File: config.mk
export PLATFORM = sky130hd
export DESIGN_NAME = sync_fifo
export DESIGN_NICKNAME = d
export VERILOG_FILES = /design/src/hdl/sync_fifo.sv
export SDC_FILE = /design/constraint.sdc
export NUM_CORES = 1
export LEC_CHECK = 0
export ABC_AREA = 1
export BUFFER_PORTS_ARGS = -buffer_cell sky130_fd_sc_hd__buf_2
export CAP_MARGIN = 30
export CORE_ASPECT_RATIO = 0.7
export CORE_MARGIN = 2
export CORE_UTILIZATION = 35
export CTS_CLUSTER_DIAMETER = 30
export DETAILED_ROUTE_END_ITERATION = 10
export GPL_TIMING_DRIVEN = 0
export HOLD_SLACK_MARGIN = 0.02
export PLACE_DENSITY = 0.57
export SLEW_MARGIN = 10
export SYNTH_ARGS = -nofsm -noshare
export SYNTH_HDL_FRONTEND = slang
export SYNTH_SLANG_ARGS = --single-unit
File: constraint.sdc
create_clock -name ddr_clk_i -period 2.2 [get_ports ddr_clk_i]
set_input_delay 0.44 -clock ddr_clk_i [delete_from_list [all_inputs] [get_ports ddr_clk_i]]
set_output_delay 0.44 -clock ddr_clk_i [all_outputs]
set_load 0.01 [all_outputs]
File: src/hdl/sync_fifo.sv
// Single-clock first-word-fall-through FIFO.
// The head entry is always visible on head_o while empty_o is low.
// A push when full or a pop when empty has no effect.

`timescale 1ns/10ps
`default_nettype none

module sync_fifo #(
        parameter int WIDTH  = 8,
        parameter int ADDR_W = 2
) (
        input  wire logic             ddr_clk_i,
        input  wire logic             resetn_i,
        input  wire logic             push_i,
        input  wire logic [WIDTH-1:0] push_data_i,
        input  wire logic             pop_i,
        output logic      [WIDTH-1:0] head_o,
        output logic                  empty_o,
        output logic                  full_o
);

        localparam int DEPTH = 2 ** ADDR_W;

        logic [WIDTH-1:0]  mem [DEPTH];
        logic [ADDR_W-1:0] wr_ptr;
        logic [ADDR_W-1:0] rd_ptr;
        logic [ADDR_W:0]   count;       // One extra bit to tell full from empty
        logic              do_push;
        logic              do_pop;

        assign do_push = push_i & ~full_o;
        assign do_pop  = pop_i & ~empty_o;

        assign empty_o = (count == '0);
        assign full_o  = (count == (ADDR_W + 1)'(DEPTH));
        assign head_o  = mem[rd_ptr];   // Fall-through read

        // Storage array
        always_ff @(posedge ddr_clk_i)
        begin
                if (do_push)
                begin
                        mem[wr_ptr] <= push_data_i;
                end
        end

        // Pointers and occupancy
        always_ff @(posedge ddr_clk_i or negedge resetn_i)
        begin
                if (!resetn_i)
                begin
                        wr_ptr <= '0;
                        rd_ptr <= '0;
                        count  <= '0;
                end
                else
                begin
                        if (do_push)
                                wr_ptr <= wr_ptr + 1'b1;
                        if (do_pop)
                                rd_ptr <= rd_ptr + 1'b1;

                        case ({do_push, do_pop})
                        2'b10:   count <= count + 1'b1;
                        2'b01:   count <= count - 1'b1;
                        default: count <= count;   // Both or neither
                        endcase
                end
        end

endmodule

`default_nettype wire

# Word-level counts from Yosys, hierarchy flattened
# Memories as Yosys holds them, arrays and structs flattened.
# Cells that the tools add are included.
[totals]
reg_bits = 7
latchBits = 0
mem_bits_rw = 32
rom_bits = 0
inputBits = 12
wordCells = 20
memories = 1
[classes]
n_addsub = 4
multipliers = 0
n_div = 0
magnitude_cmp = 0
n_eq_ne = 3
shifts = 0
mux = 3
bitwise = 4
n_reduce_logical = 2
[mem_list]
columns = ["name", "depth", "word_bits", "read_ports", "rd_clocked_by_memory_dff", "write_ports", "line_no", "rtl"]
rows = [
  ["mem", 4, 8, 1, 0, 1, "24", "logic [WIDTH-1:0] mem [DEPTH];"],
]
[op_table]
columns = ["cell", "n"]
rows = [
  ["case mux 3 bit (2 select lines)", 1],
  ["adder 2 x 1 -> 2 bit (second input constant)", 2],
  ["adder 3 x 1 -> 3 bit (second input constant)", 1],
  ["== test 3 bit (second input constant)", 1],
  ["zero test 3 bit", 1],
  ["subtractor 3 x 1 -> 3 bit (second input constant)", 1],
  ["AND 1 bit", 2],
  ["== test 2 x 1 -> 1 bit (second input constant)", 1],
  ["== test 2 bit (second input constant)", 1],
  ["two-way mux 1 bit", 2],
  ["inverter 1 bit", 2],
  ["nonzero test 2 bit", 1],
]

# Logic depth before layout (Yosys ltp)
# Gate-level depths: netlist (run 1).
[depth]
word_depth = 5
depth_mapped = 12

# Worst setup path before layout (run 1)
# No wires, ideal clock.
[synth_timing]
kind = "reg-to-reg"
startpoint = "register count[0]"
endpoint = "register count[2]"
setup_time_ns = 0.117
arrival_time_ns = 1.547
path_slack_ns = 0.536
path_stages_with_launch = 11
synth_period_minus_slack_ns = 1.664
path_cell_list = "dfrtp_1 -> inv_1 -> nand3_2 -> nand2_4 -> ha_1 -> inv_1 -> fa_1 -> nand2_1 -> nand3_1 -> nand2_1 -> nand2_1"
[synth_between]
elab_chain_cells = 5
[synth_lines]
columns = ["element", "line_no", "rtl"]
rows = [
  ["from (decl)", "27", "logic [ADDR_W:0] count;"],
  ["from (signal assigned)", "64", "2'b10: count <= count + 1'b1;"],
  ["from (signal assigned)", "65", "2'b01: count <= count - 1'b1;"],
  ["from (signal assigned)", "66", "default: count <= count;"],
  ["== test 3 bit / zero test 3 bit (equally long branches)", "35, 34", ""],
  ["inverter 1 bit (on tied branches)", "31, 32", ""],
  ["AND 1 bit (on tied branches)", "31, 32", ""],
  ["== test 2 x 1 -> 1 bit / == test 2 bit (equally long branches)", "63", "case ({do_push, do_pop})"],
  ["case mux 3 bit (2 select lines) / nonzero test 2 bit (equally long branches)", "n/a", ""],
]
# Several ways; a longest one is shown, not always the timed one.
# A chain may end at the register's enable or synchronous reset.

# Worst setup path in the final report (run 1)
# Ends and elaborated chain as after synthesis.

==> results.cfg, run 1 <==
[sta]
clock_skew_ns = 0.009546
maxSlewViolCount = 0
min_period_ns = 1.845
max_slew_margin = 0.4590
rsz0062_at_grt = no
max_freq_mhz = 542.0
setup_ws_ns = 0.3549
period_share = 0.8387
worstMarginPinSlew_ns = 0.8084
finalSetupViolCount = 0
setup-tns-final_ns = 0
final_hold_viol_count = 0

[setup_path]
worstPathArrival_ns = 2.03
cp-start-kind = flop
critPathCaptureType = flop
cp.required_ns = 2.38
critical_path_class = reg -> reg
crit_fanout = 7

[power_and_ir_drop]
total_power_mw = 2.614
vdd_drop_max_v = 0.0004769
intPower_mw = 1.617
p_clk_frac = 0.176
pwr_density_cell_mw_per_mm2 = 1282
p_comb_frac = 0.414
power_frac_seq = 0.410
switchingPower_uw = 997.1
switching_share = 0.3815
p_leak_nw = 0.9166

[cts]
clk_pin_slew_ns = 0.08
ctsResizeCount = 0
cts_root_buffer = clkbuf_8
numCtsBuffers = 5
cts_buffer_depth = 2
cts.sinks = 39
cts_tree = yes
htreeDepth = 2
worstSkewPairLatency_ns = 0.29

[global_routing]
grt_start_max_net_pins = 13
antenna_found_initial = 0
grt_pass1_wl_mm = 5.464
grt_overflow = 0
grt.total_usage = 0.1345
first_global_vias = 1144

[yosys]
yosys.area.top_type = edfxtp_1
synthesis.nets = 172
synth_area_mm2 = 0.001752
synth_cells = 154
synth-edff-count = 32
synth_area_per_cell_um2 = 11.37
synthDistinctLibCells = 18
synth_warnings = 0
synth_common_cells = nand2_1, edfxtp_1, inv_1
yosys.area.top_type_share = 0.5486
synth_most_common_cell = nand2_1
synth_flop_cell = edfxtp_1
ys_ff_latch = 39
seq_area_frac_synth = 0.6486
async_flop_share = 0.1795
synth_area_leaders = edfxtp_1, dfrtp_1, nand2_1

[routing]
drc_errors = 0
wl_per_cell_um = 13.10
drtAntennaViolNets = 0
vias = 1107
dr_wl_met2_mm = 1.662
first_iter_violations = 42
vias_per_cell = 4.375
topRoutingLayerUsed = met4
routed_wl_mm = 3.315
route.met3.wl_um = 100
wirelength_met1_mm = 1.530
firstDrtPassIters = 4

[layout]
final_area_mm2 = 0.002038
drive_gt1_frac = 0.2011
fin_cells = 253
diodes = 0
syn_to_final_growth_pct = 16.36
final_nets = 201
fill_cells = 445

[floorplan]
core_mm2 = 0.004808
die_y_um = 63.19
ios = 22
initial_core_util = 0.3643
die_w_um = 88.56
floorplan.rows = 21
die_area_mm2 = 0.005596

[placement]
place_area_mm2 = 0.001943
io_buffers = 21
gp_congestion = 0.7700
dpl_worst_slack_ns = 0.3677
post-dp-hpwl_mm = 2.299
dp.cells = 244

[run_status]
status = completed

[job]
maxCapViolCount = 0

[worst_hold_path]
hold_class = in -> reg
-- final timing paths --
kind                                 from        end  slack (ns)  cells after the start
max in group asynchronous        resetn_i  rd_ptr[0]        1.50                      2
max reg2reg                      count[0]   count[2]        0.35                     10
max                              count[0]   count[2]        0.35                     10
min reg2reg                      count[0]   count[0]        0.48                      1
min in group asynchronous        resetn_i  wr_ptr[0]        0.52                      2
min                        push_data_i[4]  mem[3][4]        0.37                      1
-- flip-flops by register name, indices dropped and copies added, names as in the netlist --
register / cells
count: 3
rd_ptr: 2
mem: 32
wr_ptr: 2
-- power by group through the flow --
stage               logic, mW  clock network, mW  registers, mW
finish                   1.08              0.460           1.07
global route             1.22              0.519           1.09
CTS                      1.10              0.478           1.07
detailed placement       1.09                  0           1.09
global placement         1.05                  0           1.08
floorplan               0.750                  0           1.07
-- cell families (layout without fill, tap and decap cells) --
| kind of cell | Yosys count | in the layout | synth area share |
|---|---|---|---|
| adders and majority gates | 6 | 6 | 0.04714 |
| AOI/OAI and AO/OA | 17 | 17 | 0.07143 |
| and+or+nand+nor | 53 | 53 | 0.1300 |
| xor gates and xnor gates | 1 | 1 | 0.005001 |
| DFF | 39 | 39 | 0.6486 |
| buffers and inverters | 38 | 68 | 0.09786 |
-- routing by layer --
metal	track usage	up-vias
met1	0.1651	525
met2	0.2180	17
met4	0.04545	0
met5	0	-
li1	-	563
met3	0.04980	2
-- layout make-up --
class	count	area, um2	share of cell area
plain buffers	4	43.79	0.02149
clock buffers	6	72.57	0.03560
clock inverters	2	12.51	0.006139
inverters	34	127.6	0.06262
multi-input cells	77	444.2	0.2179
flip-flops and latches	39	1136	0.5574
well taps	69	86.33	0.04236
repair buffers	22	115.1	0.05648
-- per-stage QoR --
stage,hold slack (ns),util
6_report,0.3675,0.4239
5_1_grt,0.3502,0.4239
4_1_cts,0.3553,0.4239
3_5_place_dp,0.2950,0.4041
3_3_place_gp,0.2778,0.4041
2_1_floorplan,0.1444,-
-- timing repair --
item,in CTS,in global routing
setup buffers,0,0
hold buffers,1,0
endpoints found under the hold margin,7,0
-- cell usage in the layout, fill, tap and decap left out, types with 2 or more instances in the layout --
| cell type | count |
|---|---|
| nand2_1 | 40 |
| inv_1 | 32 |
| edfxtp_1 | 32 |
| buf_2 | 21 |
| o211ai_1 | 16 |
| dfrtp_1 | 7 |
| clkbuf_8 | 6 |
| nand3_1 | 5 |
| ha_1 | 5 |
| nor2_1 | 4 |
| inv_2 | 2 |
| buf_6 | 2 |
| nand3_2 | 2 |
-- critical path: stages, from the launching register on --
cell	delay, ns
dfrtp_1	0.39
inv_1	0.15
nand3_2	0.16
nand2_4	0.13
ha_1	0.17
inv_1	0.06
fa_1	0.39
nand2_1	0.11
nand3_1	0.07
nand2_1	0.06
nand2_1	0.05
Note: power is estimated with default switching activity, not from simulation.
==> run 2: changes to the inputs <==
ABC_AREA = 0   (was 1)
PLACE_DENSITY = 0.59   (was 0.57)
clock period = 1.67 ns   (was 2.2 ns; I/O delays follow)
==> run 2 against run 1 <==
  * The run now ends with setup timing left
  * Final cell count is 32% lower
  * Non-clock buffer count is 7 higher
  * Synthesized cell count is 49% lower
  * Synthesized area is 9.1% lower
  * Global-route usage is 1.9 points lower
  * Sequential share of layout area is 1.3 points higher
  * Setup slack worse by 0.51 ns
  * Clock power is 32% higher
  * Sequential cell count stayed put
  * Critical endpoint unchanged
  * Highest routed layer unchanged
==> results.cfg, run 2 <==
[job]
maxCapViolCount = 0

[layout]
largest_reg_flops = 32
final_nets = 135
layout_common_cells = edfxtp_1, buf_2, buf_4
layout_commonest_cell = edfxtp_1
top_regs = mem: 32 flops, count: 3 flops
regMostFlops = mem
final_area_mm2 = 0.001996
drive_gt1_frac = 0.5254
utilization = 0.4583
diodes = 0
syn_to_final_growth_pct = 25.29

[placement]
post-dp-hpwl_mm = 1.718
place_area_mm2 = 0.001772
dpl_worst_slack_ns = -0.2616
gp_congestion = 0.7454
io_buffers = 21

[run_status]
status = complete, but fails checks
violations = setup timing

[yosys]
synth_common_cells = edfxtp_1, mux4_2, dfrtp_1
synth_most_common_cell = edfxtp_1
yosys.area.top_type = edfxtp_1
ys_ff_latch = 39
synth_area_mm2 = 0.001593
synth_cells = 79
synth_warnings = 0
yosys.area.top_type_share = 0.6033
async_flop_share = 0.1795
synthesis.nets = 97
synth_area_per_cell_um2 = 20.16
seq_area_frac_synth = 0.7133
synth_area_leaders = edfxtp_1, mux4_2, dfrtp_1
synth-edff-count = 32
synthDistinctLibCells = 19
synth_flop_cell = edfxtp_1

[routing]
drc_errors = 0
routed_wl_mm = 2.624
vias = 796
drtAntennaViolNets = 0
first_iter_violations = 14
vias_per_cell = 4.601
firstDrtPassIters = 4
wl_per_cell_um = 15.17

[sta]
clock_skew_ns = 0.005198
maxSlewViolCount = 0
setup-tns-final_ns = -1.111
period_share = 1.092
final_hold_viol_count = 0
setup_ws_ns = -0.1536
min_period_ns = 1.824
rsz0062_at_grt = yes
finalSetupViolCount = 10
max_freq_mhz = 548.4
worstMarginPinSlew_ns = 0.4294
max_slew_margin = 0.7137

[cts]
cts.sinks = 39
htreeDepth = 2
cts_tree = yes
worstSkewPairLatency_ns = 0.28
cts_root_buffer = clkbuf_8
cts_buffer_depth = 2
clk_pin_slew_ns = 0.08
numCtsBuffers = 5

[floorplan]
initial_core_util = 0.3658
ios = 22
die_area_mm2 = 0.005115
die_y_um = 60.44
floorplan.rows = 20
die_w_um = 84.63
core_mm2 = 0.004354

[power_and_ir_drop]
pwr_density_cell_mw_per_mm2 = 1734
p_leak_nw = 0.7681
vdd_drop_max_v = 0.0007026

[setup_path]
crit_chain = nor3b_4 -> nor2b_4 -> inv_2 -> ha_4 -> inv_2 -> fa_2 -> xor2_1 -> nor2_1 -> xor2_1
cp.required_ns = 1.88
crit_fanout = 4
critical_path_class = reg -> reg
slowest_stage = dfrtp_2
worstPathArrival_ns = 2.04
cpLargestDelayFamily = simple AND/OR/NAND/NOR gates
critPathCaptureType = flop
worst-path-buf-inv = 2
cp-start-kind = flop
cpPeakStageDelay_ns = 0.45

[global_routing]
antenna_found_initial = 0
first_global_vias = 842
grt_start_max_net_pins = 14
grt_pass1_wl_mm = 4.174
grt.total_usage = 0.1155
grt_overflow = 0

[worst_hold_path]
hold_class = in -> reg
==> run 2: power breakdown <==
group / leakage (nW) / switching (mW) / internal [mW]
Clock: 0.0402 / 0.318 / 0.290
Sequential: 0.373 / 0.165 / 1.32
Combinational: 0.355 / 0.591 / 0.772
Total: 0.768 / 1.07 / 2.39
==> run 2: per-layer routing <==
| layer | vias to the layer above | global-route usage | routed length, um |
|---|---|---|---|
| li1 | 369 | - | - |
| met1 | 409 | 0.1434 | 1163 |
| met2 | 13 | 0.1901 | 1340 |
| met3 | 5 | 0.04082 | 85 |
| met4 | 0 | 0.04762 | 34 |
| met5 | - | 0 | 0 |
==> run 2: through the flow <==
| stage | power [mW] | hold WS (ns) | cells |
|---|---|---|---|
| finish | 3.460 | 0.2635 | 173 |
| global route | 3.674 | 0.2558 | 173 |
| CTS | 3.449 | 0.2556 | 171 |
| detailed placement | 2.607 | 0.1792 | 155 |
| global placement | 2.540 | 0.1754 | 155 |
| floorplan | 2.243 | 0.03841 | 79 |
==> run 2: area by class of cell <==
class	count	area [um2]
Buffer	1	20.02
Clock buffer	5	68.82
Sequential cell	39	1139
Tap cell	55	68.82
Multi-Input combinational cell	32	447.9
Timing Repair Buffer	32	209.0
Clock inverter	3	20.02
Fill cell	389	2359
Inverter	6	22.52
==> run 2: cells by family after synthesis <==
kind of cell,share of synthesized area
AO/OA/AOI/OAI,0.006285
multiplexers,0.1288
adder cells (fa/ha/maj),0.05185
AND/OR/NAND/NOR,0.04713
XOR/XNOR,0.03300
flip-flops,0.7133
buffers and inverters,0.01963
==> run 2: worst reg2reg max path: stages, from the launching register on <==
cell and delay (ns):
dfrtp_2 0.45, nor3b_4 0.26, nor2b_4 0.07, inv_2 0.07, ha_4 0.13, inv_2 0.04, fa_2 0.33, xor2_1 0.15
nor2_1 0.13, xor2_1 0.15
==> run 2: path summary, 6_finish.rpt <==
kind | to | start | slack (ns) | cells after the start
setup / recovery | count[2] | count[1] | -0.15 | 9
hold / removal | mem[3][2] | push_data_i[2] | 0.26 | 1
setup reg to reg | count[2] | count[1] | -0.15 | 9
hold reg to reg | wr_ptr[1] | wr_ptr[1] | 0.60 | 1
max in group asynchronous | count[1] | resetn_i | 1.09 | 2
min in group asynchronous | count[2] | resetn_i | 0.41 | 2
==> run 2: what timing repair did <==
| action | CTS | global route |
|---|---|---|
| hold buffers | 1 | 0 |
| setup buffers | 8 | 2 |
| setup endpoints to repair | 10 | 11 |
| gates resized for setup | 10 | 2 |
| pin swaps | 4 | 1 |
| hold endpoints to repair | 7 | 0 |
