## config.mk

```make
export PLATFORM = sky130hd
export DESIGN_NAME = wlast_gen
export DESIGN_NICKNAME = d
export VERILOG_FILES = /design/src/hdl/ddr_arb_pkg.sv /design/src/hdl/wlast_gen.sv
export SDC_FILE = /design/constraint.sdc
export NUM_CORES = 1
export LEC_CHECK = 0
export ABC_AREA = 0
export BUFFER_PORTS_ARGS = -buffer_cell sky130_fd_sc_hd__buf_2
export CAP_MARGIN = 10
export CORE_AREA = 2 2 41 43
export CTS_CLUSTER_DIAMETER = 60
export DETAILED_ROUTE_END_ITERATION = 8
export DIE_AREA = 0 0 43 45
export GPL_TIMING_DRIVEN = 0
export PLACE_DENSITY = 0.56
export SYNTH_ARGS = -nofsm -noshare
export SYNTH_HDL_FRONTEND = slang
export SYNTH_SLANG_ARGS = --single-unit
```

## constraint.sdc

```tcl
create_clock -name ddr_clk_i -period 2.8 [get_ports ddr_clk_i]
set_input_delay 0.42 -clock ddr_clk_i [delete_from_list [all_inputs] [get_ports ddr_clk_i]]
set_output_delay 0.42 -clock ddr_clk_i [all_outputs]
set_load 0.05 [all_outputs]
```

## src/hdl/ddr_arb_pkg.sv

```systemverilog
// Shared widths, FIFO depths and types for the DDR read/write arbiter.
// Modules import it inside their bodies and use scoped names in port lists.

`default_nettype none

package ddr_arb_pkg;

        // ----------------------------------------
        // AXI4 bus widths
        // ----------------------------------------
        localparam int AXI_ADDR_WIDTH = 32;    // Byte address
        localparam int AXI_DATA_WIDTH = 128;   // Also the video data width
        localparam int AXI_LEN_WIDTH  = 8;     // AXI4 burst length field

        // ----------------------------------------
        // FIFO depths, as log2 of entries
        // ----------------------------------------
        localparam int WDATA_FIFO_AW = 8;      // 256 write beats
        localparam int WLEN_FIFO_AW  = 2;      // 4 outstanding bursts

        // ----------------------------------------
        // Vector types
        // ----------------------------------------
        typedef logic [AXI_ADDR_WIDTH-1:0] axi_addr_t;
        typedef logic [AXI_DATA_WIDTH-1:0] axi_data_t;

        // Beats minus one, as on awlen/arlen
        typedef logic [AXI_LEN_WIDTH-1:0] axi_len_t;

        // Request arbiter states
        typedef enum logic [2:0] {
                ARB_IDLE     = 3'd0,   // Waiting for the controller
                ARB_ADDR_CHK = 3'd1,   // Looking at requests
                ARB_WR_ADDR  = 3'd2,   // awvalid up
                ARB_RD_ADDR  = 3'd3,   // arvalid up
                ARB_WAIT     = 3'd4    // One cycle after a handshake
        } arb_state_t;

endpackage

`default_nettype wire

```

## src/hdl/wlast_gen.sv

```systemverilog
// Write beat counter for the W channel.
// Compares the beat index in the current burst with the length at the head
// of the length FIFO, flags the last beat and pops the length on it.

`timescale 1ns/10ps
`default_nettype none

module wlast_gen (
        input  wire logic                 ddr_clk_i,
        input  wire logic                 resetn_i,
        input  wire logic                 wvalid_i,
        input  wire logic                 wready_i,
        input  wire ddr_arb_pkg::axi_len_t len_head_i,
        input  wire logic                 len_empty_i,
        output logic                      wlast_o,
        output logic                      len_pop_o
);

        import ddr_arb_pkg::*;

        axi_len_t beat_cnt_q;   // Beats already accepted in this burst
        logic     beat_fire;
        logic     at_last;

        assign beat_fire = wvalid_i & wready_i;

        // No burst length known means no last beat
        assign at_last = ~len_empty_i & (beat_cnt_q == len_head_i);

        assign wlast_o   = wvalid_i & at_last;
        assign len_pop_o = beat_fire & at_last;   // Burst done

        // ----------------------------------------
        // Beat counter
        // ----------------------------------------
        always_ff @(posedge ddr_clk_i or negedge resetn_i)
        begin
                if (!resetn_i)
                begin
                        beat_cnt_q <= '0;
                end
                else if (beat_fire)
                begin
                        if (at_last)
                                beat_cnt_q <= '0;   // Next burst starts at zero
                        else
                                beat_cnt_q <= beat_cnt_q + 1'b1;
                end
        end

endmodule

`default_nettype wire

```

### Word-level counts from Yosys, hierarchy flattened

Cells that the tools add are included.

* flip-flop bits (word level): 8
* word-level logic and storage cells: 9
* output and inout bits: 2
* memories kept: 0
* bits in writable memories: 0
* bits in latches: 0
* memory bits (read-only): 0
* input port bits: 13

* add/subtract/negate cells: 1
* magnitude comparators: 0
* bitwise gates (word level): 5
* equal/unequal tests: 1
* reductions and logical operators: 0
* muxes and demuxes: 1
* div/mod/pow operators: 0
* shifts and indexed selects: 0
* $mul: 0

Operators with widths (count)
* adder 8 x 1 -> 8 bit, second input constant: 1
* == test 8 bit: 1
* 2-to-1 mux 8 bit: 1
* AND 1 bit: 4
* NOT 1 bit: 1

### Depth between registers and ports, before layout

Gate-level depths: netlist of the first run.

* depth in word-level cells: 3
* depth in mapped cells: 5
* mapped depth without buffers: 4

### Worst setup path before layout of the first run

OpenSTA, ideal clock, no wires.

* path type: in2out
* from: input port len_head_i[5]
* to: output port len_pop_o
* path buffers: 0
* path slack: 535 ps
* stages: 3
* required time: 2380 ps
* arrival time: 1845 ps
* path through: xor2_1 > or4_4 > nor4_4

* longest elaborated chain between the ends: 3

Ends and longest elaborated chain
* start: declaration: RTL line wlast_gen.sv:13 `input wire ddr_arb_pkg::axi_len_t len_head_i,`
* == test 8 bit: RTL line wlast_gen.sv:28 `assign at_last = ~len_empty_i & (beat_cnt_q == len_head_i);`
* AND 1 bit: RTL line wlast_gen.sv:28
* AND 1 bit: RTL line wlast_gen.sv:31 `assign len_pop_o = beat_fire & at_last;`
* end: declaration: RTL line wlast_gen.sv:16 `output logic len_pop_o`

Every way passes these cells.

### Final worst setup path of the first run

* from: register beat_cnt_q[2]
* to: output port len_pop_o

* longest elaborated chain between the ends: 3

Ends and longest elaborated chain
* start: declaration: RTL line wlast_gen.sv:21 `axi_len_t beat_cnt_q;`
* start signal: assignment: RTL line wlast_gen.sv:47 `beat_cnt_q <= beat_cnt_q + 1'b1;`
* == test 8 bit: RTL line wlast_gen.sv:28
* AND 1 bit: RTL line wlast_gen.sv:28
* AND 1 bit: RTL line wlast_gen.sv:31

Every way passes these cells.

==> results.tsv, run 1 <==
metric	value	unit
reg2reg_depth	4	
synthCells	53	
p_per_area	666	mW/mm²
cts-root-buf	clkbuf_4	
multi_input_area	299	µm²
synth-compound-area-share	2.74	%
fill_cells	156	
drive_above_1_share	28.6	%
fin_crit_sh	94.2	%
areaGrowthSynthToFinish	22.4	%
detail_route.wl_per_cell	12.2	µm
cts_sinks	8	
synth_common_cells	dfrtp_1, nor2_1, xor2_1	
io_pins	15	
max_slew_margin	64.9	%
synth_top_area_cell	dfrtp_1	
die_h	45	µm
cts_tree	built	
clock.fmax	379	MHz
reg2reg_to	beat_cnt_q[1]$_DFFE_PN0P_	
drv_cap	0	
ys.flop_type	dfrtp_1	
p_leak	0.289	nW
grt_pass1_vias	416	
overflow	0	
synth-simple-area-share	31.6	%
vias	419	
start_kind	flop	
tns	0	ns
avgSynthCellArea	9.49	µm²
fin_cells	86	
status	finished clean	
hold_class	primary input to asynchronous set/reset pin	
grt_pass1_wl	1780	µm
die-width	43	µm
critPathRequiredTime	2.38	ns
grt_max_degree	9	
regToRegSetupSlack	0.93	ns
clk-insertion-delay-late	0.25	ns
cts_resized	0	
viasPerCell	4.87	
post_cts_buffers	0	
dpl_cell_area	593	µm²
yosysWarnings	0	
finalNetCount	86	
final_util	41.8	%
path_cells	xor2_1 -> or4_4 -> nor4_4 -> buf_2	
synth_xor_area_share	22.6	%
ir_drop	0.260	mV
period_needed	2.64	ns
rsz0062_at_grt	false	
finalSetupViolCount	0	
crit_fanout	8	
postRouteAntennaNets	0	
port_buffers	14	
end_kind	primary output	
top_regs	beat_cnt_q x8	
finalPower	0.410	mW
start_util	34.2	%
reg2reg_from	beat_cnt_q[2]$_DFFE_PN0P_	
synth_top_family_by_area	simple AND/OR/NAND/NOR gates	
drt_iter0_markers	2	
slowest_stage	or4_4	
yosysSeqAreaShare	39.8	%
regArea	200	µm²
synth_edf_count	0	
ys_types	18	
netlist_area	503	µm²
path_buf_inv	1	
crit_type	flop to primary output	
cts.path.max_buffers	2	
worstMarginPinSlew	0.523	ns
synthArstFlopShare	100	%
top_register	beat_cnt_q	
drtPass1Iterations	2	
cpLargestDelayFamily	simple AND/OR/NAND/NOR gates	
syn_nets	67	
post-synth-top-area-fraction	39.8	%
clkTransAtPathRegs	0.05	ns
stdcell_area	616	µm²
gp_congestion	0.727	
cp.arrival	2.22	ns
diodes	0	
core	0.00147	mm²
synth.area.top_cells	dfrtp_1, xor2_1, xnor2_1	
hold_violations	0	
die_area	0.00194	mm²
route.detailed.drc	0	
cts-buffers-inserted	3	
finalWirelength	1050	µm
finalMaxSlewViolations	0	
largest_reg_flops	8	
ys_ff_latch	8	
htreeDepth	1	
antenna_found_initial	0	
post-dp-hpwl	801	µm
grt_usage	12.8	%
dpl.cell_count	83	
cp_slowest_stage_delay	0.51	ns
rows	14	
muxShareOfSynthArea	0	%
cts_hold_buffers	0	
yosys.area_share.adder	2.49	%
clock_skew	0.00103	ns
final cells by class:
type / instances / area share [%]
Tap cell: 16 / 3.25
Multi-Input combinational cell: 44 / 48.6
Buffer: 1 / 0.610
Clock buffer: 3 / 3.66
Timing Repair Buffer: 14 / 11.4
Sequential cell: 8 / 32.5
worst max-delay path by stage:
stage	from	to	slack [ns]	cells after the start
after CTS	beat_cnt_q[5]$_DFFE_PN0P_	len_pop_o	0.14	4
after global placement	len_head_i[5]	len_pop_o	0.35	5
final	beat_cnt_q[2]$_DFFE_PN0P_	len_pop_o	0.16	4
after detailed placement	len_head_i[5]	len_pop_o	0.33	5
after global routing	beat_cnt_q[2]$_DFFE_PN0P_	len_pop_o	0.06	4
after floorplan	len_head_i[5]	len_pop_o	0.53	3
worst register-to-register path: cells and delay by family, from the launching register on:
kind	cells	cell delay, ns
xor+xnor	1	0.17
simple gates	3	1.11
flops	1	0.45
placed cells by master, fill, tap and decap left out:
cell,count
clkbuf_4,3
nor4_4,1
clkbuf_1,1
a41oi_1,1
or4_4,1
nor2_1,8
and2_1,2
nand2b_1,1
nor3_1,3
nand3_1,1
nand2_1,5
and3_2,1
ha_1,1
dfrtp_1,8
buf_2,14
nand4_1,4
xor2_1,8
xnor2_1,5
o21ai_0,1
and3_1,1
per-stage QoR:
step | setup slack [ns] | hold WS, ns
floorplan | 0.535 | 0.124
global placement | 0.351 | 0.274
detailed placement | 0.329 | 0.279
CTS | 0.142 | 0.00444
global route | 0.0596 | 0.0137
finish | 0.161 | 0.00750
power breakdown:
group / internal (mW) / total, mW / switching (mW)
clock: 0.0489 / 0.0859 / 0.0370
combinational: 0.0636 / 0.124 / 0.0603
sequential: 0.150 / 0.200 / 0.0498
per-layer routing:
metal / part of all wire, % / vias up / track usage, %
li1: - / 218 / -
met1: 48 / 185 / 16.8
met2: 44 / 14 / 19.1
met3: 4.9 / 2 / 1.20
met4: 2.4 / 0 / 10.9
met5: 0 / - / 0
cell families (layout without fill, tap and decap cells):
| logic type | count (synthesis) | in the layout |
|---|---|---|
| adders and majority gates | 1 | 1 |
| xor gates and xnor gates | 13 | 13 |
| buffers and inverters | 1 | 18 |
| AOI/OAI and AO/OA | 2 | 2 |
| DFF | 8 | 8 |
| and+or+nand+nor | 28 | 28 |
Note: power is estimated with default switching activity, not from simulation.
==> inputs of run 2 (changes only) <==
==> config.mk (replaced) <==
export PLATFORM = sky130hd
export DESIGN_NAME = wlast_gen
export DESIGN_NICKNAME = d
export VERILOG_FILES = /design/src/hdl/ddr_arb_pkg.sv /design/src/hdl/wlast_gen.sv
export SDC_FILE = /design/constraint.sdc
export NUM_CORES = 1
export LEC_CHECK = 0
export ABC_AREA = 1
export BUFFER_PORTS_ARGS = -buffer_cell sky130_fd_sc_hd__buf_2
export CAP_MARGIN = 10
export CORE_AREA = 2 2 46 48
export CTS_CLUSTER_DIAMETER = 60
export DETAILED_ROUTE_END_ITERATION = 8
export DIE_AREA = 0 0 48 50
export GPL_TIMING_DRIVEN = 0
export PLACE_DENSITY = 0.54
export SYNTH_ARGS = -nofsm -noshare
export SYNTH_HDL_FRONTEND = slang
export SYNTH_SLANG_ARGS = --single-unit
==> run 2 against run 1 <==
Clock-buffer cell count unchanged. Clock power decreased by 4.1%. Non-clock buffer count increased by 1.
==> results.tsv, run 2 <==
metric	value	unit	change
crit_cells	8		+4
gp_congestion	0.757		+4.2%
worstMarginPinSlew	0.234	ns	-0.289 ns
ys_ff_latch	8		unchanged
synth_edf_count	0		unchanged
clk-insertion-delay-late	0.24	ns	about the same
top_register	beat_cnt_q		
postRouteAntennaNets	0		unchanged
io_pins	15		unchanged
status	finished clean		
drtPass1Iterations	4		+2
grt_pass1_wl	1970	µm	+11%
vias	582		+39%
cp.arrival	1.58	ns	-0.64 ns
viasPerCell	3.96		-19%
cp_slowest_stage_delay	0.44	ns	-0.07 ns
synthCells	102		+92%
route.detailed.drc	0		unchanged
final_common_cell	nand2_1		
antenna_found_initial	0		unchanged
finalWirelength	1160	µm	+11%
cts.path.max_buffers	2		unchanged
cts_sinks	8		unchanged
cts-root-buf	clkbuf_4		
hold_class	primary input to asynchronous set/reset pin		
detail_route.wl_per_cell	7.86	µm	-35%
critPathRequiredTime	2.38	ns	about the same
finalNetCount	136		+58%
period_needed	2.00	ns	-0.639 ns
yosysWarnings	0		unchanged
rsz0062_at_grt	false		
avgSynthCellArea	6.33	µm²	-33%
clock_skew	0.0000678	ns	-0.000959 ns
syn_nets	116		+73%
synth_top_area_cell	dfrtp_1		
crit_type	flop to primary output		
crit_fanout	5		-3
synth.area.top_cells	dfrtp_1, nand2_1, inv_1		
htreeDepth	1		unchanged
post-synth-top-area-fraction	31.0	%	-8.8 points
synth_common_cells	nand2_1, inv_1, dfrtp_1, nor2_1, xor2_1		
cts-buffers-inserted	3		unchanged
start_util	33.9	%	-0.24 points
p_per_area	645	mW/mm²	-3.1%
finalSetupViolCount	0		unchanged
pre_cts_slack	0.953	ns	+0.624 ns
path_buf_inv	1		unchanged
slowest_stage	dfrtp_1		
yosysMostFrequentCell	nand2_1		
tns	0	ns	unchanged
die-width	48	µm	+12%
path_cells	nand2_1 -> nand2_1 -> nor2_1 -> nand2_1 -> nor2_4 -> nand2_1 -> nor2_1 -> buf_2		
post-dp-hpwl	964	µm	+20%
finalPower	0.505	mW	+23%
cpMostUsedCell	nand2_1		
stdcell_area	782	µm²	+27%
fin_crit_sh	71.4	%	-23 points
grt_usage	11.6	%	-1.2 points
drt_iter0_markers	9		+7
drv_cap	0		unchanged
areaGrowthSynthToFinish	21.1	%	
fin_cells	147		+71%
whs	0.537	ns	+0.529 ns
port_buffers	14		unchanged
dpl.cell_count	143		+72%
clkTransAtPathRegs	0.05	ns	about the same
drive_above_1_share	23.3	%	-5.2 points
rows	16		+2
top_regs	beat_cnt_q x8		
final_util	41.1	%	-0.72 points
netlist_area	646	µm²	+28%
cts_tree	built		
ys.flop_type	dfrtp_1		
end_kind	primary output		
p_leak	0.486	nW	+68%
core	0.00190	mm²	+29%
ir_drop	0.312	mV	+20%
grt_pass1_vias	518		+25%
cpLargestDelayFamily	simple AND/OR/NAND/NOR gates		
fill_cells	232		+49%
diodes	0		unchanged
finalMaxSlewViolations	0		unchanged
reg2reg_depth	10		+6
die_h	50	µm	+11%
start_kind	flop		
max_slew_margin	84.3	%	+19 points
dpl_cell_area	749	µm²	+26%
largest_reg_flops	8		unchanged
fin_ws	0.801	ns	+0.639 ns
die_area	0.00240	mm²	+24%
clock.fmax	500	MHz	+32%
yosysSeqAreaShare	31.0	%	-8.8 points
final_cell_mix	nand2_1, inv_1, buf_2, nor2_1, dfrtp_1		
synthArstFlopShare	100	%	unchanged
hold_violations	0		unchanged
grt_max_degree	9		unchanged
ys_types	19		+1
overflow	0		unchanged
## run 2: cell count changes after synthesis, moves of 3 or more
| cell | previous run | this run |
|---|---|---|
| inv_1 | 0 | 22 |
| xnor2_1 | 5 | 1 |
| nor3_1 | 3 | 0 |
| clkinv_1 | 0 | 3 |
| xor2_1 | 8 | 4 |
| inv_2 | 0 | 3 |
| nand2_1 | 5 | 37 |
## run 2: repair_timing
action	4_1_cts	5_1_grt
endpoints found under the setup margin	0	0
gates resized for setup	0	0
buffers inserted	0	0
hold buffers	0	1
endpoints found under the hold margin	0	4
## run 2: worst paths after layout
kind,slack [ns],from,endpoint
min in group ddr_clk_i,0.54,wready_i,beat_cnt_q[1]$_DFFE_PN0P_
setup / recovery,0.80,beat_cnt_q[3]$_DFFE_PN0P_,wlast_o
hold / removal,0.54,resetn_i,beat_cnt_q[1]$_DFFE_PN0P_
hold reg to reg,0.57,beat_cnt_q[1]$_DFFE_PN0P_,beat_cnt_q[1]$_DFFE_PN0P_
setup reg to reg,1.44,beat_cnt_q[0]$_DFFE_PN0P_,beat_cnt_q[6]$_DFFE_PN0P_
max in group asynchronous,2.10,resetn_i,beat_cnt_q[7]$_DFFE_PN0P_
## run 2: kinds of logic (layout without fill, tap and decap cells)
kind of cell	count (synthesis)	in the layout	synth area share [%]
flops	8	8	31.0
compound gates	2	2	1.74
simple gates	57	57	41.1
xor+xnor	5	5	6.78
buf+inv	29	47	17.4
fa+ha+maj	1	1	1.94
## run 2: final cells by class
cell class                      instances  area, µm²  area share (%)
Timing Repair Buffer                   15       80.1            10.2
Sequential cell                         8        200            25.6
Inverter                               28        105            13.4
Tap cell                               27       33.8            4.32
Buffer                                  1       7.51           0.960
Multi-Input combinational cell         65        333            42.6
Clock buffer                            3       22.5            2.88
## run 2: layer usage
metal	up-vias	GRT usage [%]	part of all wire, %
li1	329	-	-
met1	242	14.3	50
met2	9	18.0	46
met3	2	2.20	3.0
met4	0	6.76	1.2
met5	-	0	0
## run 2: power by group
group	switching (mW)	internal [mW]
sequential	0.0458	0.158
combinational	0.127	0.0907
clock	0.0337	0.0487
