## src/hdl/ddr_arb_pkg.sv

```systemverilog
// Shared widths, FIFO depths and types for the DDR read/write arbiter.
// Modules import it inside their bodies and use scoped names in port lists.

`default_nettype none

package ddr_arb_pkg;

        // ----------------------------------------
        // AXI4 bus widths
        // ----------------------------------------
        localparam int AXI_ADDR_WIDTH = 32;    // Byte address
        localparam int AXI_DATA_WIDTH = 128;   // Also the video data width
        localparam int AXI_LEN_WIDTH  = 8;     // AXI4 burst length field

        // ----------------------------------------
        // FIFO depths, as log2 of entries
        // ----------------------------------------
        localparam int WDATA_FIFO_AW = 8;      // 256 write beats
        localparam int WLEN_FIFO_AW  = 2;      // 4 outstanding bursts

        // ----------------------------------------
        // Vector types
        // ----------------------------------------
        typedef logic [AXI_ADDR_WIDTH-1:0] axi_addr_t;
        typedef logic [AXI_DATA_WIDTH-1:0] axi_data_t;

        // Beats minus one, as on awlen/arlen
        typedef logic [AXI_LEN_WIDTH-1:0] axi_len_t;

        // Request arbiter states
        typedef enum logic [2:0] {
                ARB_IDLE     = 3'd0,   // Waiting for the controller
                ARB_ADDR_CHK = 3'd1,   // Looking at requests
                ARB_WR_ADDR  = 3'd2,   // awvalid up
                ARB_RD_ADDR  = 3'd3,   // arvalid up
                ARB_WAIT     = 3'd4    // One cycle after a handshake
        } arb_state_t;

endpackage

`default_nettype wire

```

## src/hdl/ddr_req_arbiter.sv

```systemverilog
// Read/write request arbiter driving the AXI AW and AR valids.
// Starts once the DDR controller is ready, then serves one request at a time,
// read before write. Each address handshake is answered by a one-cycle ack.

`timescale 1ns/10ps
`default_nettype none

module ddr_req_arbiter (
        input  wire logic ddr_clk_i,
        input  wire logic resetn_i,
        input  wire logic ddr_ctrl_ready_i,
        input  wire logic wreq_i,
        input  wire logic rreq_i,
        input  wire logic awready_i,
        input  wire logic arready_i,
        input  wire logic wdata_full_i,
        input  wire logic wlen_full_i,
        output logic      awvalid_o,
        output logic      arvalid_o,
        output logic      wlen_push_o,
        output logic      wack_o,
        output logic      rack_o
);

        import ddr_arb_pkg::*;

        arb_state_t state_q;
        logic       wr_ok;

        // Room for the burst data and its length
        assign wr_ok = wreq_i & ~wdata_full_i & ~wlen_full_i;

        // ----------------------------------------
        // Arbiter FSM
        // ----------------------------------------
        always_ff @(posedge ddr_clk_i or negedge resetn_i)
        begin
                if (!resetn_i)
                begin
                        state_q     <= ARB_IDLE;
                        awvalid_o   <= 1'b0;
                        arvalid_o   <= 1'b0;
                        wlen_push_o <= 1'b0;
                        wack_o      <= 1'b0;
                        rack_o      <= 1'b0;
                end
                else
                begin
                        // Single-cycle pulses
                        wlen_push_o <= 1'b0;
                        wack_o      <= 1'b0;
                        rack_o      <= 1'b0;

                        case (state_q)
                        ARB_IDLE:
                        begin
                                if (ddr_ctrl_ready_i)
                                        state_q <= ARB_ADDR_CHK;
                        end

                        ARB_ADDR_CHK:
                        begin
                                if (rreq_i)   // Reads win a tie
                                begin
                                        arvalid_o <= 1'b1;
                                        state_q   <= ARB_RD_ADDR;
                                end
                                else if (wr_ok)
                                begin
                                        awvalid_o   <= 1'b1;
                                        wlen_push_o <= 1'b1;   // Length goes in with AW
                                        state_q     <= ARB_WR_ADDR;
                                end
                        end

                        ARB_WR_ADDR:
                        begin
                                if (awready_i)
                                begin
                                        awvalid_o <= 1'b0;
                                        wack_o    <= 1'b1;
                                        state_q   <= ARB_WAIT;
                                end
                        end

                        ARB_RD_ADDR:
                        begin
                                if (arready_i)
                                begin
                                        arvalid_o <= 1'b0;
                                        rack_o    <= 1'b1;
                                        state_q   <= ARB_WAIT;
                                end
                        end

                        ARB_WAIT:
                        begin
                                // Requester drops its request here
                                state_q <= ARB_ADDR_CHK;
                        end

                        default:
                        begin
                                awvalid_o <= 1'b0;
                                arvalid_o <= 1'b0;
                                state_q   <= ARB_IDLE;
                        end
                        endcase
                end
        end

endmodule

`default_nettype wire

```

## config.mk

```make
export PLATFORM = sky130hd
export DESIGN_NAME = ddr_req_arbiter
export DESIGN_NICKNAME = d
export VERILOG_FILES = /design/src/hdl/ddr_arb_pkg.sv /design/src/hdl/ddr_req_arbiter.sv
export SDC_FILE = /design/constraint.sdc
export NUM_CORES = 1
export LEC_CHECK = 0
export BUFFER_PORTS_ARGS = -buffer_cell sky130_fd_sc_hd__buf_2
export CAP_MARGIN = 30
export CORE_AREA = 2 2 39 41
export CTS_CLUSTER_DIAMETER = 50
export DETAILED_ROUTE_END_ITERATION = 12
export DIE_AREA = 0 0 41 43
export GPL_TIMING_DRIVEN = 1
export RECOVER_POWER = 50
export SYNTH_ARGS = -nofsm -noshare
export SYNTH_HDL_FRONTEND = slang
export SYNTH_SLANG_ARGS = --single-unit
```

## constraint.sdc

```tcl
create_clock -name ddr_clk_i -period 1.35 [get_ports ddr_clk_i]
set_clock_uncertainty 0.15 [all_clocks]
set_input_delay 0.135 -clock ddr_clk_i [delete_from_list [all_inputs] [get_ports ddr_clk_i]]
set_output_delay 0.135 -clock ddr_clk_i [all_outputs]
set_load 0.02 [all_outputs]
```

# After elaboration in Yosys (flattened, before gate mapping)

Index checks and enable logic that the tools add are counted.
Widths: inputs -> output; s select.

Bits of input ports: 9
Output and inout port bits: 5
Register bits: 8
Word-level logic and storage cells: 49

Bitwise operators: 6
Muxes and demuxes: 20
Eq/ne operators: 11
Reduce and logical (&&, ||, !) cells: 6

Operator list:

| cell               | count |
|---|---|
| $mux 3             | 5 |
| $pmux 3 s5         | 1 |
| $mux 1             | 12 |
| $ne 2x2->1 const B | 6 |
| $reduce_and 4->1   | 2 |
| $eq 3x2->1 const B | 2 |
| $pmux 1 s3         | 2 |
| $reduce_or 3->1    | 2 |
| $not 1->1          | 4 |
| $eq 3x1->1 const B | 1 |
| $eq 3x3->1 const B | 1 |
| $logic_not 3->1    | 1 |
| $ne 3x3->1 const B | 1 |
| $reduce_and 3->1   | 1 |
| $and 1x1->1        | 2 |

# Longest topological paths before layout

Gate-level depths: netlist of the first run.

Depth in word-level cells: 6
Gate-level depth with buffers: 3
Gate-level depth less buffers: 3

# Worst setup path before layout of the first run

No wires, ideal clock.

Kind: register to register
Start: register state_q[2]
End: register awvalid_o
Data required time: 1118 ps
Buffers on the path: 0
Period minus slack after synthesis: 1285 ps
Arrival time: 1053 ps
Cell stages (with the launch flop): 3
Setup time: 82 ps
Setup slack: 65 ps
Path through: dfrtp_1 > or4b_1 > a31oi_1

Word-level cells in the longest chain between the ends: 4
Elaborated cells on any way between the ends: 12
Those cells by class: eq/ne (7); mux (1); bitwise (1); reduce/logical (3)

Ends and longest elaborated chain:

| item                                     | RTL line              | text |
|---|---|---|
| from (decl)                              | ddr_req_arbiter.sv:27 | `arb_state_t state_q;` |
| from (signal assigned)                   | ddr_req_arbiter.sv:40 | `state_q <= ARB_IDLE;` |
| from (signal assigned)                   | ddr_req_arbiter.sv:58 | `state_q <= ARB_ADDR_CHK;` |
| from (signal assigned)                   | ddr_req_arbiter.sv:66 | `state_q <= ARB_RD_ADDR;` |
| $eq 3x2->1, or another cell as far along | ddr_req_arbiter.sv:54 | `case (state_q)` |
| $reduce_or 3->1 (no line)                | -                     |  |
| $not 1->1 (no line)                      | -                     |  |
| $reduce_and 4->1 (no line)               | -                     |  |
| to (signal assigned)                     | ddr_req_arbiter.sv:41 | `awvalid_o <= 1'b0;` |
| to (signal assigned)                     | ddr_req_arbiter.sv:70 | `awvalid_o <= 1'b1;` |
| to (signal assigned)                     | ddr_req_arbiter.sv:80 | `awvalid_o <= 1'b0;` |
| to (decl)                                | ddr_req_arbiter.sv:18 | `output logic awvalid_o,` |

Several ways; a longest one is shown, not always the timed one.
A chain may end at the register's enable or synchronous reset.

# Final worst setup path of the first run

Same ends and word-level chain as after synthesis.

==> results of run 1 <==
## worst max-delay path by stage
stage | from | to | slack (ns)
global route | state_q[2] | awvalid_o | 0.002
finish | state_q[2] | awvalid_o | 0.06
detailed placement | rreq_i | state_q[0] | 0.003
global placement | rreq_i | state_q[0] | 0.04
CTS | state_q[2] | awvalid_o | 0.04
floorplan | state_q[2] | awvalid_o | 0.06
## metrics by stage
| stage | hold slack [ns] | instances | instance area [um^2] |
|---|---|---|---|
| final | 0.02371 | 75 | 496.7 |
| after global routing | 0.02697 | 75 | 496.7 |
| after CTS | 0.01625 | 75 | 500.5 |
| after detailed placement | -0.1639 | 70 | 457.9 |
| after global placement | -0.1676 | 70 | 457.9 |
| after floorplan | -0.3106 | 38 | 350.3 |
## where the power goes
part / internal (uW) / switching, uW / total (uW)
clock: 101 / 72.3 / 173
combinational: 157 / 227 / 384
sequential: 309 / 35.5 / 344
## final cells by class
type	instances	share of cell area, %
Sequential cell	8	40.30
Multi-Input combinational cell	28	28.72
Timing Repair Buffer	18	20.91
Clock buffer	3	4.534
Tap cell	16	4.030
Inverter	2	1.511
## cells by family (layout without fill, tap and decap cells)
| group | Yosys count | after routing | synth area share (%) |
|---|---|---|---|
| AOI/OAI and AO/OA | 9 | 9 | 14.64 |
| buffers and inverters | 2 | 23 | 2.144 |
| DFF | 8 | 8 | 57.14 |
| and+or+nand+nor | 19 | 19 | 26.07 |
## synth_stat cells (all sizes together), types with 2 or more instances
cell type and number:
a21oi 3, o21ai 3, inv 2, nand2 7, dfrtp 8, nor2 7
or4b 2
## flip-flops by register name, indices dropped and copies added (netlist names)
name,flops
arvalid_o,1
state_q,3
wlen_push_o,1
wack_o,1
rack_o,1
awvalid_o,1
## timing repair
action | CTS | global route
resized for setup | 0 | 0
hold endpoints to repair | 9 | 0
hold buffers | 2 | 0
endpoints found under the setup margin | 0 | 0
## worst reg2reg max path: stages, from the launching register on
cell and delay, ns:
dfrtp_1 0.38, or4b_1 0.51, a31oi_1 0.17
## per-layer routing
layer | track usage [%] | wire [um]
met1 | 16.29 | 393
met4 | 12.00 | 36
met5 | 0 | 0
met3 | 3.665 | 88
met2 | 13.44 | 303
==> impl_metrics.py, run 1 <==
metrics = {
    "critical_path": {
        "startpoint_type": "flop",
        "slowest_delay_ns": 0.51,
        "r2r_setup_slack_ns": 0.06,
        "reg2regPathDepth": 2,
        "reg2reg_to": "awvalid_o",
        "crit_chain": "or4b_1, a31oi_1",
        "worst-path-stages": 2,
        "crit_path_end_kind": "flop",
        "r2r-start": "state_q[2]",
        "critical_path_required_ns": 1.36,
        "crit_type": "flop to flop",
        "crit_family": "simple AND/OR/NAND/NOR gates",
        "crit_fanout": 2,
        "cp.arrival_ns": 1.31,
        "crit_slowest_cell": "or4b_1",
        "cp_num_buf_inv": 0,
    },
    "grt": {
        "antenna_found_initial": 0,
        "track_usage_pct": 11.90,
        "grt_pass1_vias": 315,
        "globalRouteOverflowTotal": 0,
        "grt_max_degree": 9,
        "grt_pass1_wl_um": 1352,
    },
    "final_layout": {
        "ff_latch_area_um2": 200.2,
        "multi_input_comb_area_um2": 142.6,
        "layout_commonest_cell": "buf_2",
        "areaGrowthSynthToFinish_pct": 41.79,
        "nNetsFinal": 70,
        "drive_gt1_share_pct": 27.12,
        "antenna_cells": 0,
        "final_cell_mix": "10 x buf_2, 8 x dfrtp_1, 7 x nand2_1, 7 x nor2_1",
        "utilization_pct": 35.90,
        "fillCellCount": 156,
    },
    "logic_synthesis": {
        "yosys_warnings": 0,
        "synthArstFlopShare_pct": 100.0,
        "synth.top_cells.by_area": "dfrtp_1 57%, nand2_1 7.5%, nor2_1 7.5%, or4b_1 5.7%, a21oi_1 4.3%",
        "netlist_area_um2": 350.3,
        "avgSynthCellArea_um2": 9.219,
        "yosys_most_used_dff": "dfrtp_1",
        "syn_nets": 47,
        "ys_seq_elements": 8,
        "yosysSeqAreaShare_pct": 57.14,
        "yosysTopAreaCellShare_pct": 57.14,
        "synth_top_cell_by_area": "dfrtp_1",
        "syn_inst": 38,
        "synth_edf_count": 0,
        "yosysUniqueCellTypes": 13,
    },
    "floorplanning": {
        "rows": 14,
        "initial_core_util_pct": 25.32,
        "core_region_area_mm2": 0.001384,
        "dieArea_mm2": 0.001763,
        "die_w_um": 41,
        "die_h_um": 43,
        "ios": 14,
    },
    "route": {
        "routedWlPerCell_um": 10.96,
        "ant_nets": 0,
        "drc": 0,
        "drtPass1Iterations": 2,
        "drt_wl_total_um": 822,
        "routed_via_density": 4.627,
        "vias": 347,
        "drtIter0Drc": 11,
    },
    "cts": {
        "cts_setup_buffers": 0,
        "cts_max_level": 1,
        "cts_root_buf": "clkbuf_4",
        "clk_latency_ns": 0.25,
        "numClockSinks": 8,
        "clock_path_buffers": 2,
        "cts_tree": "built",
        "cts_buffers": 3,
        "clk_pin_slew_ns": 0.05,
    },
    "sta": {
        "fin_crit_ns": 1.294,
        "slew_headroom_pct": 70.44,
        "setup_viol": 0,
        "post-route-period-util_pct": 95.86,
        "fmax_mhz": 772.7,
        "final-hold-violation-count": 0,
        "slew_viol_final": 0,
        "layout_setup_ws_ns": 0.05586,
        "worst_slew_pin_slew_ns": 0.4434,
        "tns_ns": 0,
        "rsz0062_at_grt": "false",
    },
    "job": {
        "max_cap_violations": 0,
    },
    "min_path": {
        "hp-start": "rreq_i",
        "holdPathStages": 3,
        "hp-class": "primary input to flop",
        "min_to": "arvalid_o",
    },
    "place": {
        "place_congestion": 0.8277,
        "io_buffers": 13,
        "hpwl_um": 634.2,
        "place_ws_ns": 0.002827,
    },
    "outcome": {
        "outcome": "completed",
    },
    "power": {
        "p_leak_uw": 0.0002417,
        "irDropWorstVdd_v": 0.0006189,
        "cellPowerDensity_mw_per_mm2": 1815,
        "total_power_uw": 901.7,
    },
}
(Power assumes the default switching activity.)
==> run 2, diff against run 1 <==
Settings changed: BUFFER_PORTS_ARGS -buffer_cell sky130_fd_sc_hd__buf_2 to default, DONT_BUFFER_PORTS from default to 1.
==> impl_metrics.py, run 2 (same netlist as run 1, synthesis figures left out) <==
metrics = {
    "power": {
        "p_leak_uw": 0.0002299,
        "p_seq_share_pct": 42.9,
        "clockPowerShare_pct": 20.5,
        "internal-power_uw": 557.8,
        "irDropWorstVdd_v": 0.0005213,
        "p_sw_uw": 330.8,
        "cellPowerDensity_mw_per_mm2": 1720,
        "switching_share_pct": 37.23,
        "total_power_uw": 888.5,
        "power_frac_comb_pct": 36.6,
    },
    "grt": {
        "grt_max_degree": 9,
        "track_usage_pct": 12.20,
        "antenna_found_initial": 0,
        "grt_pass1_vias": 319,
        "grt_pass1_wl_um": 1366,
        "globalRouteOverflowTotal": 0,
    },
    "min_path": {
        "hp-class": "primary input to flop",
    },
    "critical_path": {
        "cp_num_buf_inv": 1,
        "crit_family": "simple AND/OR/NAND/NOR gates",
        "startpoint_type": "primary input",
        "slowest_delay_ns": 0.58,
        "critical_path_required_ns": 1.38,
        "crit_type": "primary input to flop",
        "cp.arrival_ns": 1.35,
        "crit_chain": "or4b_4, dlygate4sd3_1, nor2_1",
        "crit_fanout": 3,
        "crit_slowest_cell": "dlygate4sd3_1",
        "crit_path_end_kind": "flop",
    },
    "route": {
        "drt_wl_total_um": 855,
        "vias": 327,
        "drtPass1Iterations": 4,
        "ant_nets": 0,
        "routed_via_density": 4.671,
        "drc": 0,
        "routedWlPerCell_um": 12.21,
        "drtIter0Drc": 8,
    },
    "final_layout": {
        "final_cell_mix": "9 x dlygate4sd3_1, 8 x dfrtp_1, 7 x nand2_1, 7 x nor2_1, 4 x buf_4",
        "nNetsFinal": 65,
        "drive_gt1_share_pct": 14.81,
        "utilization_pct": 37.34,
        "layout_commonest_cell": "dlygate4sd3_1",
        "areaGrowthSynthToFinish_pct": 47.50,
        "antenna_cells": 0,
        "final-instance-count-excl-fill": 70,
        "largest_register_ffs": 3,
        "top_register": "state_q",
    },
    "cts": {
        "cts_tree": "built",
        "cts_max_level": 1,
        "cts_root_buf": "clkbuf_4",
        "cts_setup_buffers": 0,
        "numClockSinks": 8,
        "cts_buffers": 3,
        "clk_latency_ns": 0.25,
        "clk_pin_slew_ns": 0.05,
        "clock_path_buffers": 2,
    },
    "floorplanning": {
        "rows": 14,
        "dieArea_mm2": 0.001763,
        "core_region_area_mm2": 0.001384,
        "initial_core_util_pct": 25.32,
        "die_w_um": 41,
        "ios": 14,
        "die_h_um": 43,
    },
    "sta": {
        "worst_slew_pin_slew_ns": 0.3743,
        "post-route-period-util_pct": 98.07,
        "hold_slack_ns": 0.02561,
        "fmax_mhz": 755.3,
        "final-hold-violation-count": 0,
        "setup_viol": 0,
        "slew_viol_final": 0,
        "tns_ns": 0,
        "fin_crit_ns": 1.324,
        "slew_headroom_pct": 74.97,
        "rsz0062_at_grt": "false",
    },
    "place": {
        "dpl.cell_count": 58,
        "place_congestion": 0.8052,
        "io_buffers": 0,
        "hpwl_um": 579.7,
    },
    "outcome": {
        "outcome": "completed",
    },
    "job": {
        "max_cap_violations": 0,
    },
}
run 2: cell count changes in the layout (fill, tap and decap cells not counted):
cell and change:
buf_2 -10, buf_4 +1, clkbuf_1 -3, dlygate4sd3_1 +7, or4b_1 -1, or4b_4 +1
run 2: worst min-delay path, stage by stage:
cell and delay, ns:
or4b_4 0.10, o2111ai_1 0.09, nand2_1 0.07
run 2: cell type report:
cell class              instances  area, um^2
inverters                       2       7.507
flip-flops and latches          8       200.2
well taps                      16       20.02
fillers                       137       867.1
clock buffers                   3       22.52
repair buffers                 13       120.1
multi-input cells              28       146.4
run 2: metrics by stage:
stage | worst slack, ns | instance area [um^2]
5_1_grt | 0.002227 | 516.7
3_3_place_gp | 0.05368 | 400.4
2_1_floorplan | 0.06467 | 350.3
3_5_place_dp | 0.06638 | 400.4
6_report | 0.02600 | 516.7
4_1_cts | 0.03257 | 513.0
run 2: final timing paths:
path	startpoint	end	cells after the start	slack (ns)
setup reg to reg	state_q[2]	awvalid_o	2	0.09
max in group asynchronous	resetn_i	state_q[0]	1	0.70
hold / removal	wlen_full_i	state_q[0]	3	0.03
min in group asynchronous	resetn_i	wack_o	1	0.08
setup / recovery	rreq_i	wlen_push_o	3	0.03
hold reg to reg	state_q[1]	awvalid_o	2	0.41
run 2: metal layers:
| metal | wire length (um) | GRT usage, % |
|---|---|---|
| met5 | 0 | 0 |
| met4 | 0 | 8.000 |
| met3 | 71 | 6.806 |
| met2 | 363 | 13.13 |
| met1 | 420 | 17.59 |
run 2: repair_timing:
item,in CTS,in global routing
setup endpoints to repair,0,2
hold buffers,9,0
endpoints found under the hold margin,16,0
gates resized for setup,0,1
run 2: power by group through the flow:
stage	Sequential [uW]	Combinational, uW	Clock, uW
after floorplan	409	160	0
after global placement	385	299	0
after detailed placement	385	295	0
after CTS	381	322	191
after global routing	390	367	211
final	381	326	182
